File: src/logic/icache_way_ram.sv
/* single-port RAM with registered read every cycle, old data on a same-cycle write
   no reset, so unwritten entries read as X until the valid bits say otherwise */
`timescale 1ns/100ps

module icache_way_ram #(
    parameter type payload_t = logic [31:0],
    parameter int  DEPTH     = 64
) (
    input  logic                     clk,
    input  logic [$clog2(DEPTH)-1:0] i_index,
    input  logic                     i_we,
    input  payload_t                 i_wdata,
    output payload_t                 o_rdata
);

    payload_t mem [DEPTH];

    always_ff @(posedge clk) begin
        if (i_we) begin
            mem[i_index] <= i_wdata;
        end
        // read-before-write
        o_rdata <= mem[i_index];
    end

endmodule

File: config.mk
export PLATFORM = sky130hd
export DESIGN_NAME = icache_way_ram
export DESIGN_NICKNAME = d
export VERILOG_FILES = /design/src/logic/icache_way_ram.sv
export SDC_FILE = /design/constraint.sdc
export NUM_CORES = 2
export LEC_CHECK = 0
export BUFFER_PORTS_ARGS = -buffer_cell sky130_fd_sc_hd__buf_2
export CAP_MARGIN = 15
export CORE_UTILIZATION = 41
export DETAILED_ROUTE_END_ITERATION = 8
export PLACE_DENSITY = 0.68
export SLEW_MARGIN = 20
export SYNTH_ARGS = -nofsm -noshare
export SYNTH_HDL_FRONTEND = slang
export SYNTH_SLANG_ARGS = --single-unit
File: constraint.sdc
create_clock -name clk -period 5 [get_ports clk]
set_input_delay 0.25 -clock clk [delete_from_list [all_inputs] [get_ports clk]]
set_output_delay 0.25 -clock clk [all_outputs]
set_load 0.02 [all_outputs]
==> metrics.txt <==
Mean Syn Cell Area 18.6 um2; LEAKAGE 28.6 nW; setup_tns 0 ns; fin nets 4450; maximum clock rate 0.339 GHz; CTS root buf clkbuf_16; H-tree levels 4; Worst-Skew Late Latency 0.84 ns; initial antenna violation count 9; CP arrival 3.69 ns; Crit path max-delay family buffers and inverters; Final setup viols 0; Starting Density 41.4%; final HPWL from detailed placement 120000 um; 1st-iter DRT viols 5891; Peak VDD IR 0.000343 V; routed len/inst 29.8 um; Antenna Nets Post-Route 0; commonest non-fill, non-tap cell in the layout edfxtp_1; Slew headroom 25.5%; pin count of the biggest net entering global routing 93; gr ovfl total 0; R2R Setup Slk 2.26 ns; routability congestion estimate 0.863; First-pass DRT Iterations 9; fin crit period 2.95 ns; Worst Tran Pin Value 1.11 ns; WS Path Type in2reg; Unique masters post-synth 56; routed vias/inst 6.10; RSZ-0062 raised after global routing no; first-pass GRT wire length 302000 um; Clock Skew 0.0337 ns; core area 191000 um2; total track usage 21.5%; Pins Over Slew Limit 0; Synth area leader edfxtp_1; total clock sinks 2080; CTS-repair resized insts 0; Cell Chain, Critical Path buf_8 -> buf_4 -> nor2b_4 -> buf_4 -> a22o_1 -> nor3_1 -> nor4b_1 -> o21ai_0 -> nand4bb_1; total power 0.0353 W; crit share post-route 59.1%; CP required 5.73 ns; Top FF cell, synth edfxtp_1; worst hold path class in2reg; die area 194000 um2; clock buffer depth 3; most used cell, CP buf_4; failing checks hold timing; hold violation total from the final report 5; DRC 0; critical path fanouts, max 51; MaxCap Viol Count 0; synth top area cells edfxtp_1 (78%), mux2i_1 (3.3%), mux4_2 (2.7%), mux2_2 (2.1%), a221oi_1 (1.9%); Hold WS -0.0111 ns; area of the mapped netlist 78900 um2; row count 160; status complete, but fails checks; Seq/Total Area, Yosys 78.7%; CTS tree built; most frequent cells in the layout edfxtp_1 (2048), mux2i_1 (259), clkbuf_16 (200); net count after synthesis 4279; area grow syn2layout 13.7%; Worst-path clk slew 0.07 ns; number of synthesized register bits 2080; CTS buffer count 194; vias after detailed routing 43.2k; Worst path max stage delay 0.68 ns; Mapped Cells 4239; vias in the first global route 42.0k; chip height 441 um; post-synth top area share 77.9%; I/O Pins 72; Slowest cell on crit path buf_4; WL final 211000 um; EDFF count, synth 2048; # fillers 15.7k; Worst setup EP type register; layout cells sized above 1 19.0%; cell area power density 393 nW/um2; Setup crit start kind input pin; Buf+Inv Stages, Crit Path 3; Yosys warnings 0; Die X-Extent 441 um; count of input and output buffers 71; ys async rst share 0%
==> area by class of cell <==
cell class / count / area [um2] / area share, %
Clock buffer: 263 / 5320 / 5.93
Timing Repair Buffer: 273 / 2370 / 2.65
Multi-Input combinational cell: 1859 / 16100 / 17.9
Tap cell: 2511 / 3140 / 3.50
Inverter: 2 / 15.0 / 0.0167
Clock inverter: 100 / 662 / 0.738
Sequential cell: 2080 / 62100 / 69.3
Antenna cell: 1 / 2.50 / 0.00279
==> what timing repair did <==
item	4_1_cts	5_1_grt
setup buffers	0	0
endpoints found under the hold margin	0	36
setup endpoints to repair	0	0
hold buffers	0	3
==> power breakdown <==
group	internal, W	leakage, nW	switching (W)
registers	0.0193	18.7	0.0000916
logic	0.000583	6.99	0.00131
clock network	0.00767	2.93	0.00634
==> worst paths after layout <==
check | startpoint | end | cells past startpoint
setup reg to reg | mem[20][23] | o_rdata[23] | 5
hold / removal | i_wdata[30] | mem[20][30] | 1
setup / recovery | i_index[0] | o_rdata[31] | 9
hold reg to reg | mem[32][11] | o_rdata[11] | 3
==> synthesized netlist by cell type, drive strengths merged (15+ instances only) <==
cell     number
a221oi      175
buf         129
a22oi       188
nand2b       18
or4          15
clkbuf      169
mux4         96
a21oi       121
o21ai        85
mux2        147
and3         85
a22o         66
dfxtp        32
nand2        28
nor2        145
o22a         70
o2bb2ai      15
nand3        54
o22ai        93
nor3         22
a211oi       17
a31oi        43
edfxtp     2048
a222oi       16
a2111oi      15
a221o        15
mux2i       259
==> flip-flops by register name, summed over array words and instances (netlist names) <==
name	count
o_rdata	32
mem	2048
==> kinds of logic (layout without fill, tap and decap cells) <==
logic type             after synthesis  count (layout)  share of synthesized area (%)
AO/OA/AOI/OAI                      933             933                           8.66
AND/OR/NAND/NOR                    424             424                           2.81
flip-flops                        2080            2080                           78.7
buffers and inverters              300             638                           1.68
other                                0               1                              0
multiplexers                       502             502                           8.12
==> through the flow <==
| stage | hold WS [ns] | instance area, um2 | std cells | worst slack [ns] | utilization (%) |
|---|---|---|---|---|---|
| floorplan | 0.349 | 78900 | 4239 | 1.51 | - |
| global placement | 0.606 | 83600 | 6720 | 0.881 | 43.9 |
| detailed placement | 0.589 | 83700 | 6721 | 1.30 | 43.9 |
| CTS | 0.0121 | 89700 | 7084 | 2.18 | 47.0 |
| global route | 0.00254 | 89700 | 7088 | 1.98 | 47.1 |
| finish | -0.0111 | 89700 | 7089 | 2.05 | 47.1 |
==> layer usage <==
layer  GRT usage (%)  routed length (um)
met3            3.99               21100
met1            29.8               83700
met4            7.89                7720
met5               0                  56
met2            33.7               98400
No activity file was read; power rests on OpenSTA's default activity.
