`src/logic/icache_defines.svh`:
```
/* geometry of the instruction cache: 64-bit byte address, one 32-bit word per line
   index comes from address bits 8..3 and the tag from bits 63..9 */
`ifndef ICACHE_DEFINES_SVH
`define ICACHE_DEFINES_SVH

// fetch and memory address
`define ICACHE_ADDR_W   64

// one instruction word per line
`define ICACHE_DATA_W   32

// address split, tag + index + offset must equal ICACHE_ADDR_W
`define ICACHE_TAG_W    55
`define ICACHE_INDEX_W  6
`define ICACHE_OFFSET_W 3

`define ICACHE_SETS     64

// saturating age per way
`define ICACHE_AGE_W    3

`endif

```
`src/logic/icache_pkg.sv`:
```
/* shared cache types; widths come from the defines header
   way_sel_t is one bit per way, way0 in bit 0 */
`include "icache_defines.svh"

package icache_pkg;

    // tag RAM entry, valid bits live in the replacement block
    typedef struct packed {
        logic [`ICACHE_TAG_W-1:0] tag;
    } tag_entry_t;

    // byte address split as the cache sees it
    typedef struct packed {
        logic [`ICACHE_TAG_W-1:0]    tag;
        logic [`ICACHE_INDEX_W-1:0]  index;
        logic [`ICACHE_OFFSET_W-1:0] offset;
    } fetch_addr_t;

    // hit, victim and write-enable vectors
    typedef struct packed {
        logic way1;
        logic way0;
    } way_sel_t;

    // fetch FSM
    typedef enum logic [1:0] {
        IDLE,
        LOOKUP,
        REFILL,
        RESPOND
    } ctrl_state_t;

endpackage

```
`src/logic/icache_repl.sv`:
```
/* valid bits and 3-bit saturating ages for both ways of every set
   victim: first invalid way (way0 first), else the older way, way0 on a tie */
`timescale 1ns/100ps
`include "icache_defines.svh"

module icache_repl (
    input  logic                       clk,
    input  logic                       rst,
    input  logic [`ICACHE_INDEX_W-1:0] i_index,
    input  logic                       i_age_all,
    input  logic                       i_touch,
    input  icache_pkg::way_sel_t       i_touch_way,
    input  logic                       i_fill,
    output icache_pkg::way_sel_t       o_valid,
    output icache_pkg::way_sel_t       o_victim
);
    import icache_pkg::*;

    localparam logic [`ICACHE_AGE_W-1:0] AGE_MAX = '1;

    way_sel_t                  valid_q [`ICACHE_SETS];
    logic [`ICACHE_AGE_W-1:0]  age_q   [`ICACHE_SETS][2];

    always_ff @(posedge clk or negedge rst) begin
        if (!rst) begin
            for (int s = 0; s < `ICACHE_SETS; s++) begin
                valid_q[s]  <= '0;
                age_q[s][0] <= '0;
                age_q[s][1] <= '0;
            end
        end else begin
            if (i_age_all) begin
                for (int s = 0; s < `ICACHE_SETS; s++) begin
                    for (int w = 0; w < 2; w++) begin
                        if (age_q[s][w] != AGE_MAX) begin
                            age_q[s][w] <= age_q[s][w] + 1'b1;
                        end
                    end
                end
            end
            // later assignment, so the touch beats aging
            if (i_touch) begin
                if (i_touch_way.way0) begin
                    age_q[i_index][0] <= '0;
                end
                if (i_touch_way.way1) begin
                    age_q[i_index][1] <= '0;
                end
                if (i_fill) begin
                    valid_q[i_index] <= valid_q[i_index] | i_touch_way;
                end
            end
        end
    end

    assign o_valid = valid_q[i_index];

    always_comb begin
        o_victim = '0;
        if (!o_valid.way0) begin
            o_victim.way0 = 1'b1;
        end else if (!o_valid.way1) begin
            o_victim.way1 = 1'b1;
        end else if (age_q[i_index][1] > age_q[i_index][0]) begin
            o_victim.way1 = 1'b1;
        end else begin
            o_victim.way0 = 1'b1;
        end
    end

    a_touch_onehot: assert property (@(posedge clk) disable iff (!rst)
        i_touch |-> $onehot(i_touch_way));

    // a fill comes with a touch of the victim way
    a_fill_victim: assert property (@(posedge clk) disable iff (!rst)
        i_fill |-> i_touch && (i_touch_way == o_victim));

endmodule

```
`config.mk`:
```
export PLATFORM = sky130hd
export DESIGN_NAME = icache_repl
export DESIGN_NICKNAME = d
export VERILOG_FILES = /design/src/logic/icache_pkg.sv /design/src/logic/icache_repl.sv
export VERILOG_INCLUDE_DIRS = /design/src /design/src/logic
export SDC_FILE = /design/constraint.sdc
export NUM_CORES = 1
export LEC_CHECK = 0
export BUFFER_PORTS_ARGS = -buffer_cell sky130_fd_sc_hd__buf_2
export CELL_PAD_IN_SITES_DETAIL_PLACEMENT = 1
export CELL_PAD_IN_SITES_GLOBAL_PLACEMENT = 1
export CORE_ASPECT_RATIO = 0.6
export CORE_MARGIN = 2
export CORE_UTILIZATION = 52
export CTS_CLUSTER_DIAMETER = 80
export DETAILED_ROUTE_END_ITERATION = 12
export PLACE_DENSITY_LB_ADDON = 0.3
export SYNTH_ARGS = -nofsm -noshare
export SYNTH_HDL_FRONTEND = slang
export SYNTH_SLANG_ARGS = --single-unit
```
`constraint.sdc`:
```
create_clock -name clk -period 5.45 [get_ports clk]
set_clock_uncertainty 0.2 [all_clocks]
set_input_delay 1.09 -clock clk [delete_from_list [all_inputs] [get_ports clk]]
set_output_delay 1.09 -clock clk [all_outputs]
set_load 0.05 [all_outputs]
```
==> results_dict.tcl <==
set metrics [dict create \
    final_max_slew_viol_count 0 \
    worstPathArrival_ns 4.17 \
    multi_input_area_um2 13600 \
    fill_cells 5313 \
    final-instance-count-excl-fill 3300 \
    power_density_nw_per_um2 509 \
    grt_pass1_wl_mm 148 \
    drive_gt1_frac 0.176 \
    layout_setup_ws_ns -0.00955 \
    cp-end-kind "output port" \
    critPathLaunchType "input pin" \
    worstReg2RegStart "valid_q[20]$_DFFE_PN0P_" \
    crit_end "o_victim[1]" \
    synth_edf_count 0 \
    ys_ff_latch 512 \
    syn_to_final_growth_pct 13.9 \
    seqCellArea_um2 12800 \
    vias_per_cell 6.84 \
    slew_headroom 0.371 \
    violations "setup timing" \
    hold_viol 0 \
    num_vias 22600 \
    cellLeakagePower_nw 12.7 \
    clock_latency_ns 0.61 \
    setup_viol 1 \
    grt_pass1_vias 23800 \
    drt_iter0_markers 2572 \
    dp_hpwl_mm 66.0 \
    r2r_end "valid_q[28]$_DFFE_PN0P_" \
    min_from "valid_q[114]$_DFFE_PN0P_" \
    critPathMaxFanout 9 \
    min_path_cells 2 \
    async_reset_ff_frac 1.00 \
    post-route-drc-count 0 \
    clk_pin_slew_ns 0.06 \
    ant_nets 0 \
    cts_made_buffers 50 \
    yosysTopAreaCell "dfrtp_1" \
    fmax_ghz 0.183 \
    dominantRegCellSynth "dfrtp_1" \
    die_w_um 298 \
    core-area_um2 51200 \
    dieArea_um2 53800 \
    r2r_setup_slack_ns 2.41 \
    final.min_clock_period_ns 5.46 \
    rsz0062_at_grt "yes" \
    fin_crit_sh 1.00 \
    routed_wl_mm 97.7 \
    gp_congestion 0.954 \
    grt_max_degree 110 \
    status "complete, but fails checks" \
    synth_fp_nets 2662 \
    synth_area_per_cell_um2 10.7 \
    cts_max_level 2 \
    fin_nets 2710 \
    grt_overflow 0 \
    ios 17 \
    cts_tree "built" \
    yosysTopAreaCellShare 0.474 \
    ys_types 60 \
    cap_violations 0 \
    clock_sinks 512 \
    syn_inst 2518 \
    dieHeight_um 181 \
    track_usage 0.360 \
    initial_core_util 0.528 \
    hold_class "flop to flop" \
    ff2ff_path_depth 7 \
    routedWlPerCell_um 29.6 \
    crit_path_start "i_index[0]" \
    crit_required_ns 4.16 \
    seq_area_frac_synth 0.474 \
    clk_path_buf_depth 3 \
    placedCellCount 3190 \
    antenna_found_initial 5 \
    worstMarginPinSlew_ns 0.944 \
    drtPass1Iterations 8 \
    criticalPathCategory "input pin to output port" \
    ys_warn_count 0 \
    peakVddDrop_mv 0.302 \
    netlist_area_um2 27000 \
    placementRows 64 \
    root_buffer "clkbuf_16" \
    holdWs_ns 0.301 \
    port-buffer-count 16 \
    synth_area_leaders "dfrtp_1 (47%), a21oi_1 (11%), ha_1 (6.1%)" \
]
==> cell families (layout without fill, tap and decap cells) <==
kind of cell / count (synthesis) / count (layout) / share of synthesized area
AO/OA/AOI/OAI: 955 / 955 / 0.210
XOR/XNOR: 128 / 128 / 0.0415
adder cells (fa/ha/maj): 131 / 131 / 0.0607
buffers and inverters: 199 / 285 / 0.0330
flip-flops: 512 / 512 / 0.474
multiplexers: 281 / 281 / 0.132
other: 0 / 3 / 0
AND/OR/NAND/NOR: 312 / 312 / 0.0491
==> per-stage QoR <==
stage               utilization  setup WS, ns  setup TNS [ns]  power (mW)  cell area [µm²]
finish                    0.601      -0.00955        -0.00955        15.6            30800
global route              0.601       -0.0163         -0.0163        16.5            30800
CTS                       0.597        0.0176               0        15.5            30600
detailed placement        0.560        -0.368          -0.715        11.7            28700
global placement          0.560        -0.355          -0.695        11.0            28700
floorplan                     -        0.0243               0        9.66            27000
==> synth_stat cells, types with 3 or more instances <==
library cell	instances
a21oi_1	620
dfrtp_1	512
nor2_1	199
mux2i_1	162
ha_1	131
a21boi_0	129
xnor2_1	128
clkbuf_1	117
mux2_2	66
nand2_1	60
buf_2	55
mux4_2	53
a221oi_1	48
a22oi_1	32
o21ai_0	29
a22o_1	17
o22ai_1	15
a31oi_1	11
a21oi_2	10
and3_1	8
buf_4	8
inv_1	7
nand3_1	7
nor2b_1	7
o2bb2ai_1	7
buf_6	6
nor3_1	6
a221o_1	5
buf_1	5
o221ai_1	5
a2bb2oi_1	4
a211oi_1	3
a222oi_1	3
and2_1	3
and3b_1	3
nand2b_1	3
nand3b_1	3
o31ai_1	3
==> power by group <==
| part | internal (mW) | switching, mW |
|---|---|---|
| logic | 2.59 | 2.73 |
| registers | 5.07 | 1.61 |
| clock network | 2.02 | 1.62 |
==> sequential cells by signal, indices dropped and copies added (netlist names) <==
register and cells:
age_q 384, valid_q 128
==> layout make-up <==
cell class | count | area share
Sequential cell | 512 | 0.417
Clock inverter | 19 | 0.00744
Multi-Input combinational cell | 1807 | 0.441
Inverter | 8 | 0.00110
Antenna cell | 3 | 0.000244
Tap cell | 693 | 0.0282
Timing Repair Buffer | 187 | 0.0591
Clock buffer | 71 | 0.0465
==> repair_timing <==
action | CTS | global route
cloned | 1 | 2
gates resized for setup | 29 | 23
setup buffers | 8 | 7
endpoints found under the setup margin | 2 | 2
pin swaps | 8 | 11
hold buffers | 0 | 0
==> metal layers <==
layer | vias up | part of all wire | track usage
met5 | - | 0.00024 | 0
met4 | 4 | 0.031 | 0.115
met3 | 229 | 0.11 | 0.104
met2 | 1183 | 0.44 | 0.535
met1 | 11800 | 0.42 | 0.510
li1 | 9344 | - | -
==> cells in the final DEF (no fill, tap or decap), types with 14 or more instances in the layout <==
cell       count
a21boi_0     129
a21oi_1      619
a221oi_1      39
a22o_1        17
a22oi_1       31
buf_12        24
buf_4        139
clkbuf_16     52
dfrtp_1      512
ha_1         129
mux2_2        65
mux2i_1      158
mux4_2        53
nand2_1       60
nor2_1       181
nor2_2        18
o21ai_0       26
o22ai_1       14
xnor2_1      128
==> worst min-delay path by stage <==
stage / endpoint / slack (ns)
2_1_floorplan: valid_q[114]$_DFFE_PN0P_ / 0.24
3_3_place_gp: valid_q[114]$_DFFE_PN0P_ / 0.26
3_5_place_dp: valid_q[114]$_DFFE_PN0P_ / 0.28
4_1_cts: valid_q[114]$_DFFE_PN0P_ / 0.30
5_1_grt: valid_q[62]$_DFFE_PN0P_ / 0.33
6_report: valid_q[114]$_DFFE_PN0P_ / 0.30
==> critical path: stages <==
cell	delay [ns]
buf_16	0.13
buf_12	0.13
nor2b_2	0.27
a221oi_1	0.34
nor2_1	0.08
o21ai_0	0.34
o21ai_0	0.15
or4_4	0.56
ha_2	0.21
inv_2	0.05
a21o_1	0.11
a21oi_2	0.07
a31oi_4	0.27
o21a_2	0.20
buf_8	0.14
(Power assumes the default switching activity.)
