## src/logic/icache_defines.svh

```systemverilog
/* geometry of the instruction cache: 64-bit byte address, one 32-bit word per line
   index comes from address bits 8..3 and the tag from bits 63..9 */
`ifndef ICACHE_DEFINES_SVH
`define ICACHE_DEFINES_SVH

// fetch and memory address
`define ICACHE_ADDR_W   64

// one instruction word per line
`define ICACHE_DATA_W   32

// address split, tag + index + offset must equal ICACHE_ADDR_W
`define ICACHE_TAG_W    55
`define ICACHE_INDEX_W  6
`define ICACHE_OFFSET_W 3

`define ICACHE_SETS     64

// saturating age per way
`define ICACHE_AGE_W    3

`endif

```

## src/logic/icache_pkg.sv

```systemverilog
/* shared cache types; widths come from the defines header
   way_sel_t is one bit per way, way0 in bit 0 */
`include "icache_defines.svh"

package icache_pkg;

    // tag RAM entry, valid bits live in the replacement block
    typedef struct packed {
        logic [`ICACHE_TAG_W-1:0] tag;
    } tag_entry_t;

    // byte address split as the cache sees it
    typedef struct packed {
        logic [`ICACHE_TAG_W-1:0]    tag;
        logic [`ICACHE_INDEX_W-1:0]  index;
        logic [`ICACHE_OFFSET_W-1:0] offset;
    } fetch_addr_t;

    // hit, victim and write-enable vectors
    typedef struct packed {
        logic way1;
        logic way0;
    } way_sel_t;

    // fetch FSM
    typedef enum logic [1:0] {
        IDLE,
        LOOKUP,
        REFILL,
        RESPOND
    } ctrl_state_t;

endpackage

```

## src/logic/icache_ctrl.sv

```systemverilog
/* one fetch at a time, i_fetch_req is only taken in IDLE; hit answers two cycles after it
   miss holds o_mem_req until i_mem_ack and answers the cycle after the acknowledge */
`timescale 1ns/100ps
`include "icache_defines.svh"

module icache_ctrl (
    input  logic                       clk,
    input  logic                       rst,
    // fetch side
    input  logic                       i_fetch_req,
    input  icache_pkg::fetch_addr_t    i_fetch_addr,
    output logic                       o_fetch_valid,
    output logic [`ICACHE_DATA_W-1:0]  o_fetch_data,
    // memory side
    output logic                       o_mem_req,
    output logic [`ICACHE_ADDR_W-1:0]  o_mem_addr,
    input  logic                       i_mem_ack,
    input  logic [`ICACHE_DATA_W-1:0]  i_mem_data,
    // way RAMs
    output logic [`ICACHE_INDEX_W-1:0] o_index,
    output icache_pkg::way_sel_t       o_tag_we,
    output icache_pkg::way_sel_t       o_data_we,
    output icache_pkg::tag_entry_t     o_wtag,
    output logic [`ICACHE_DATA_W-1:0]  o_wdata,
    input  icache_pkg::tag_entry_t     i_rtag0,
    input  icache_pkg::tag_entry_t     i_rtag1,
    input  logic [`ICACHE_DATA_W-1:0]  i_rdata0,
    input  logic [`ICACHE_DATA_W-1:0]  i_rdata1,
    // replacement block
    output logic                       o_age_all,
    output logic                       o_touch,
    output icache_pkg::way_sel_t       o_touch_way,
    output logic                       o_fill,
    input  icache_pkg::way_sel_t       i_valid,
    input  icache_pkg::way_sel_t       i_victim
);
    import icache_pkg::*;

    ctrl_state_t               state_q;
    ctrl_state_t               state_d;
    fetch_addr_t               addr_q;
    logic [`ICACHE_DATA_W-1:0] resp_data_q;
    way_sel_t                  hit;
    logic                      accept;
    logic                      lookup_hit;
    logic                      fill;

    assign accept = (state_q == IDLE) && i_fetch_req;

    // tags and valid bits both refer to addr_q.index during LOOKUP
    always_comb begin
        hit.way0 = i_valid.way0 && (i_rtag0.tag == addr_q.tag);
        hit.way1 = i_valid.way1 && (i_rtag1.tag == addr_q.tag);
    end

    assign lookup_hit = (state_q == LOOKUP) && (hit != '0);
    assign fill       = (state_q == REFILL) && i_mem_ack;

    always_comb begin
        state_d = state_q;
        case (state_q)
            IDLE: begin
                if (i_fetch_req) begin
                    state_d = LOOKUP;
                end
            end
            LOOKUP: begin
                if (hit != '0) begin
                    state_d = RESPOND;
                end else begin
                    state_d = REFILL;
                end
            end
            REFILL: begin
                if (i_mem_ack) begin
                    state_d = RESPOND;
                end
            end
            RESPOND: begin
                state_d = IDLE;
            end
            default: begin
                state_d = IDLE;
            end
        endcase
    end

    always_ff @(posedge clk or negedge rst) begin
        if (!rst) begin
            state_q <= IDLE;
        end else begin
            state_q <= state_d;
        end
    end

    // address captured once, held through the miss
    always_ff @(posedge clk) begin
        if (accept) begin
            addr_q <= i_fetch_addr;
        end
    end

    always_ff @(posedge clk) begin
        if (lookup_hit) begin
            resp_data_q <= hit.way0 ? i_rdata0 : i_rdata1;
        end else if (fill) begin
            resp_data_q <= i_mem_data;
        end
    end

    assign o_fetch_valid = (state_q == RESPOND);
    assign o_fetch_data  = resp_data_q;

    assign o_mem_req  = (state_q == REFILL);
    assign o_mem_addr = addr_q;

    // incoming address while idle so the RAM read lands in LOOKUP
    assign o_index = (state_q == IDLE) ? i_fetch_addr.index : addr_q.index;

    assign o_tag_we   = fill ? i_victim : '0;
    assign o_data_we  = fill ? i_victim : '0;
    assign o_wtag.tag = addr_q.tag;
    assign o_wdata    = i_mem_data;

    assign o_age_all   = accept;
    assign o_touch     = lookup_hit || fill;
    assign o_touch_way = fill ? i_victim : hit;
    assign o_fill      = fill;

    // a tag is only ever filled on a miss, so it sits in one way at most
    a_hit_not_two_hot: assert property (@(posedge clk) disable iff (!rst)
        (state_q == LOOKUP) |-> !(hit.way0 && hit.way1));

    a_req_only_idle: assert property (@(posedge clk) disable iff (!rst)
        i_fetch_req |-> (state_q == IDLE));

endmodule

```

## config.mk

```make
export PLATFORM = sky130hd
export DESIGN_NAME = icache_ctrl
export DESIGN_NICKNAME = d
export VERILOG_FILES = /design/src/logic/icache_pkg.sv /design/src/logic/icache_ctrl.sv
export VERILOG_INCLUDE_DIRS = /design/src /design/src/logic
export SDC_FILE = /design/constraint.sdc
export NUM_CORES = 1
export LEC_CHECK = 0
export BUFFER_PORTS_ARGS = -buffer_cell sky130_fd_sc_hd__buf_2
export CORE_AREA = 2 2 183 185
export CTS_BUF_LIST = sky130_fd_sc_hd__clkbuf_8 sky130_fd_sc_hd__clkbuf_16
export CTS_CLUSTER_SIZE = 14
export DETAILED_ROUTE_END_ITERATION = 10
export DIE_AREA = 0 0 185 187
export PLACE_DENSITY_LB_ADDON = 0.05
export RECOVER_POWER = 100
export SLEW_MARGIN = 40
export SYNTH_ARGS = -nofsm -noshare
export SYNTH_HDL_FRONTEND = slang
export SYNTH_SLANG_ARGS = --single-unit
```

## constraint.sdc

```tcl
create_clock -name clk -period 3.3 [get_ports clk]
set_clock_uncertainty 0.2 [all_clocks]
set_input_delay 0.495 -clock clk [delete_from_list [all_inputs] [get_ports clk]]
set_output_delay 0.495 -clock clk [all_outputs]
set_load 0.005 [all_outputs]
```

==> flow_summary.yaml <==
run_status:
  status: "finished, violations left"
  violations: "setup timing"
drt:
  wl_met2_um: 15000
  drt_iter0_markers: 179
  avgRoutedWirePerCell_um: 19.8
  top_layer_used: "met5"
  wl_met3_um: 2320
  route.detailed.drc: 0
  vias: 5476
  drt_pass1_iterations: 4
  avgViaCountPerCell: 3.85
  drt_wl_total_um: 28100
  met1_length_um: 10400
  antenna_left: 0
die:
  rows: 67
  dieArea_mm2: 0.0346
  io_pins: 478
  coreArea_mm2: 0.0329
  start_util_pct: 18.5
  die_x_um: 185
  die_h_um: 187
synthesis:
  synth_flop_cell: "edfxtp_1"
  yosysMostFrequentCell: "edfxtp_1"
  syn-cell-area_mm2: 0.00608
  yosysWarnings: 0
  syn_nets: 770
  synthDistinctLibCells: 41
  synth_xor_area_share_pct: 13.6
  avgSynthCellArea_um2: 12.5
  synth_top_area_cell: "edfxtp_1"
  synth_fa_ha_area_share_pct: 0.824
  synthArstFlopShare_pct: 2.04
  synthSimpleGateAreaFrac_pct: 9.62
  syn_inst: 488
  ys_ff_latch: 98
  yosys-top-cells-count: "96 x edfxtp_1, 89 x buf_4, 58 x mux2_1"
  synth_top_cell_area_share_pct: 47.4
  synthMuxAreaShare_pct: 13.0
  yosysSeqAreaShare_pct: 48.3
  synth_compound_area_share_pct: 2.10
  synth-edff-count: 96
  synthTopCellsByArea: "edfxtp_1 47%, buf_4 11%, mux2_1 11%, xor2_1 7.9%, xnor2_1 5.6%"
  synth_top_family_by_area: "XOR/XNOR gates"
clocking:
  clockBufferDepth: 2
  cts_sinks: 98
  cts_buffers: 9
  h-tree-depth: 3
  clkTransAtPathRegs_ns: 0.08
  root_buffer: "clkbuf_16"
  clk_latency_ns: 0.38
  cts_tree: "done"
grt:
  grt_pass1_vias: 5849
  antenna_found_initial: 6
  grt_pass1_wl_um: 39100
  grt_remaining_overflow: 0
  grt_usage_pct: 16.0
  grt_max_degree: 33
critical_path:
  cp_max_fo: 4
  rr_worst_depth: 10
  cp-start-kind: "register"
  r2r-start: "o_wtag[42]"
  cp-end-kind: "primary output"
  reg2reg_slack_ns: -0.41
  critPathKind: "reg2out"
  cp.required_ns: 2.60
  r2r-end: "o_fetch_data[20]"
  cp.arrival_ns: 3.03
layout:
  utilization_pct: 28.6
  final_nets: 1247
  area.growth.synth_to_final_pct: 54.5
  stdcell_area_mm2: 0.00939
  multi_input_area_mm2: 0.00267
  regArea_mm2: 0.00293
  fillerInstances: 3602
  drive_above_1_share_pct: 53.3
min_path:
  hold_depth: 1
  min_to: "o_wtag[1]"
  hold_path_class: "in2reg"
  holdCritStartpoint: "i_fetch_addr[10]"
power:
  ir_drop_mv: 0.248
  leakage_nw: 4.13
  finalPower_mw: 4.55
  powerDensity_mw_per_mm2: 485
sta:
  timing.final.ws_setup_ns: -0.424
  max_slew.worst_pin.slew_ns: 1.03
  setup_viol: 35
  max_freq_mhz: 269
  report.final.slew_viol_count: 0
  min_period_over_period_pct: 113
  report.final.hold_viol_count: 0
  rsz0062_at_grt: "true"
  fin_crit_ns: 3.72
  holdWs_ns: 0.0856
  relSlewSlack_pct: 31.3
placement:
  pre_cts_ws_ns: -0.683
  gp_congestion: 0.735
  hpwl_um: 23600
  portBuffers: 477
  place_area_mm2: 0.00892
flow_run:
  maxCapViolations: 0
-- area by class of cell --
type | count | area share, %
Multi-Input combinational cell | 280 | 28.4
Clock buffer | 9 | 2.40
Tap cell | 448 | 5.97
Timing Repair Buffer | 562 | 30.4
Antenna cell | 3 | 0.0800
Sequential cell | 98 | 31.2
Inverter | 14 | 0.560
Clock inverter | 7 | 0.906
-- cell families after synthesis --
logic type	count (synthesis)
fa+ha+maj	4
simple gates	95
mux	70
flops	98
xor+xnor	94
compound gates	17
buf+inv	110
-- worst max-delay path: stages, from the launching register on --
cell and delay, ns:
edfxtp_1 0.43, xor2_2 0.19, or4_1 0.52, or4_1 0.46
or4_4 0.43, nor4_4 0.21, buf_6 0.19, a21o_1 0.11
buf_2 0.10
-- state kept, by name, summed over array words and instances, names as in the netlist --
| signal | count |
|---|---|
| state_q | 2 |
| o_fetch_data | 32 |
| o_mem_addr | 9 |
| o_wtag | 55 |
-- layer usage --
metal | global-route usage, % | up-vias
met5 | 0 | -
met4 | 4.67 | 6
met3 | 5.32 | 18
met2 | 29.9 | 270
met1 | 16.7 | 2556
li1 | - | 2626
-- worst max-delay path by stage --
| stage | from | end | slack, ns | depth (start not counted) |
|---|---|---|---|---|
| floorplan | i_rtag0[42] | o_fetch_data[2] | -0.37 | 8 |
| global placement | i_rtag0[42] | o_fetch_data[30] | -0.67 | 9 |
| detailed placement | i_rtag0[42] | o_fetch_data[2] | -0.68 | 9 |
| CTS | o_wtag[42] | o_touch_way[0] | -0.54 | 9 |
| global route | o_wtag[42] | o_fetch_data[24] | -0.57 | 10 |
| finish | o_wtag[42] | o_touch_way[0] | -0.42 | 8 |
-- timing repair --
| action | CTS | global route |
|---|---|---|
| buffers inserted | 9 | 3 |
| cloned | 2 | 0 |
| endpoints found under the hold margin | 2 | 0 |
| hold buffers | 1 | 0 |
| endpoints found under the setup margin | 46 | 35 |
| gates resized for setup | 13 | 61 |
| pin swaps | 3 | 1 |
-- placed cells by master (no fill, tap or decap), types with 3 or more instances in the layout --
| cell | instances |
|---|---|
| clkbuf_2 | 10 |
| clkbuf_16 | 9 |
| o2111ai_1 | 3 |
| nor3_1 | 4 |
| mux2_4 | 47 |
| inv_1 | 15 |
| ha_1 | 4 |
| nand2b_1 | 19 |
| mux2_1 | 14 |
| nand4_1 | 18 |
| edfxtp_1 | 96 |
| xnor2_1 | 37 |
| nand2_1 | 7 |
| xor2_1 | 52 |
| buf_4 | 36 |
| buf_12 | 3 |
| or4_1 | 3 |
| diode_2 | 3 |
| buf_6 | 3 |
| nor4_1 | 12 |
| xor2_2 | 3 |
| buf_2 | 374 |
| clkbuf_1 | 128 |
| mux2_2 | 9 |
| nand3_1 | 8 |
| nor2_1 | 5 |
-- per-stage QoR --
stage / setup TNS, ns / cells
final: -12.19 / 1421
after CTS: -15.41 / 1417
after global routing: -20.08 / 1418
after global placement: -22.78 / 1389
after detailed placement: -22.40 / 1389
after floorplan: -11.37 / 488
-- power by group --
group          switching [mW]  internal, mW
logic                   0.830         0.725
registers               0.159          1.65
clock network           0.535         0.658
total                    1.52          3.03
Power figures use the tool's default switching activity.
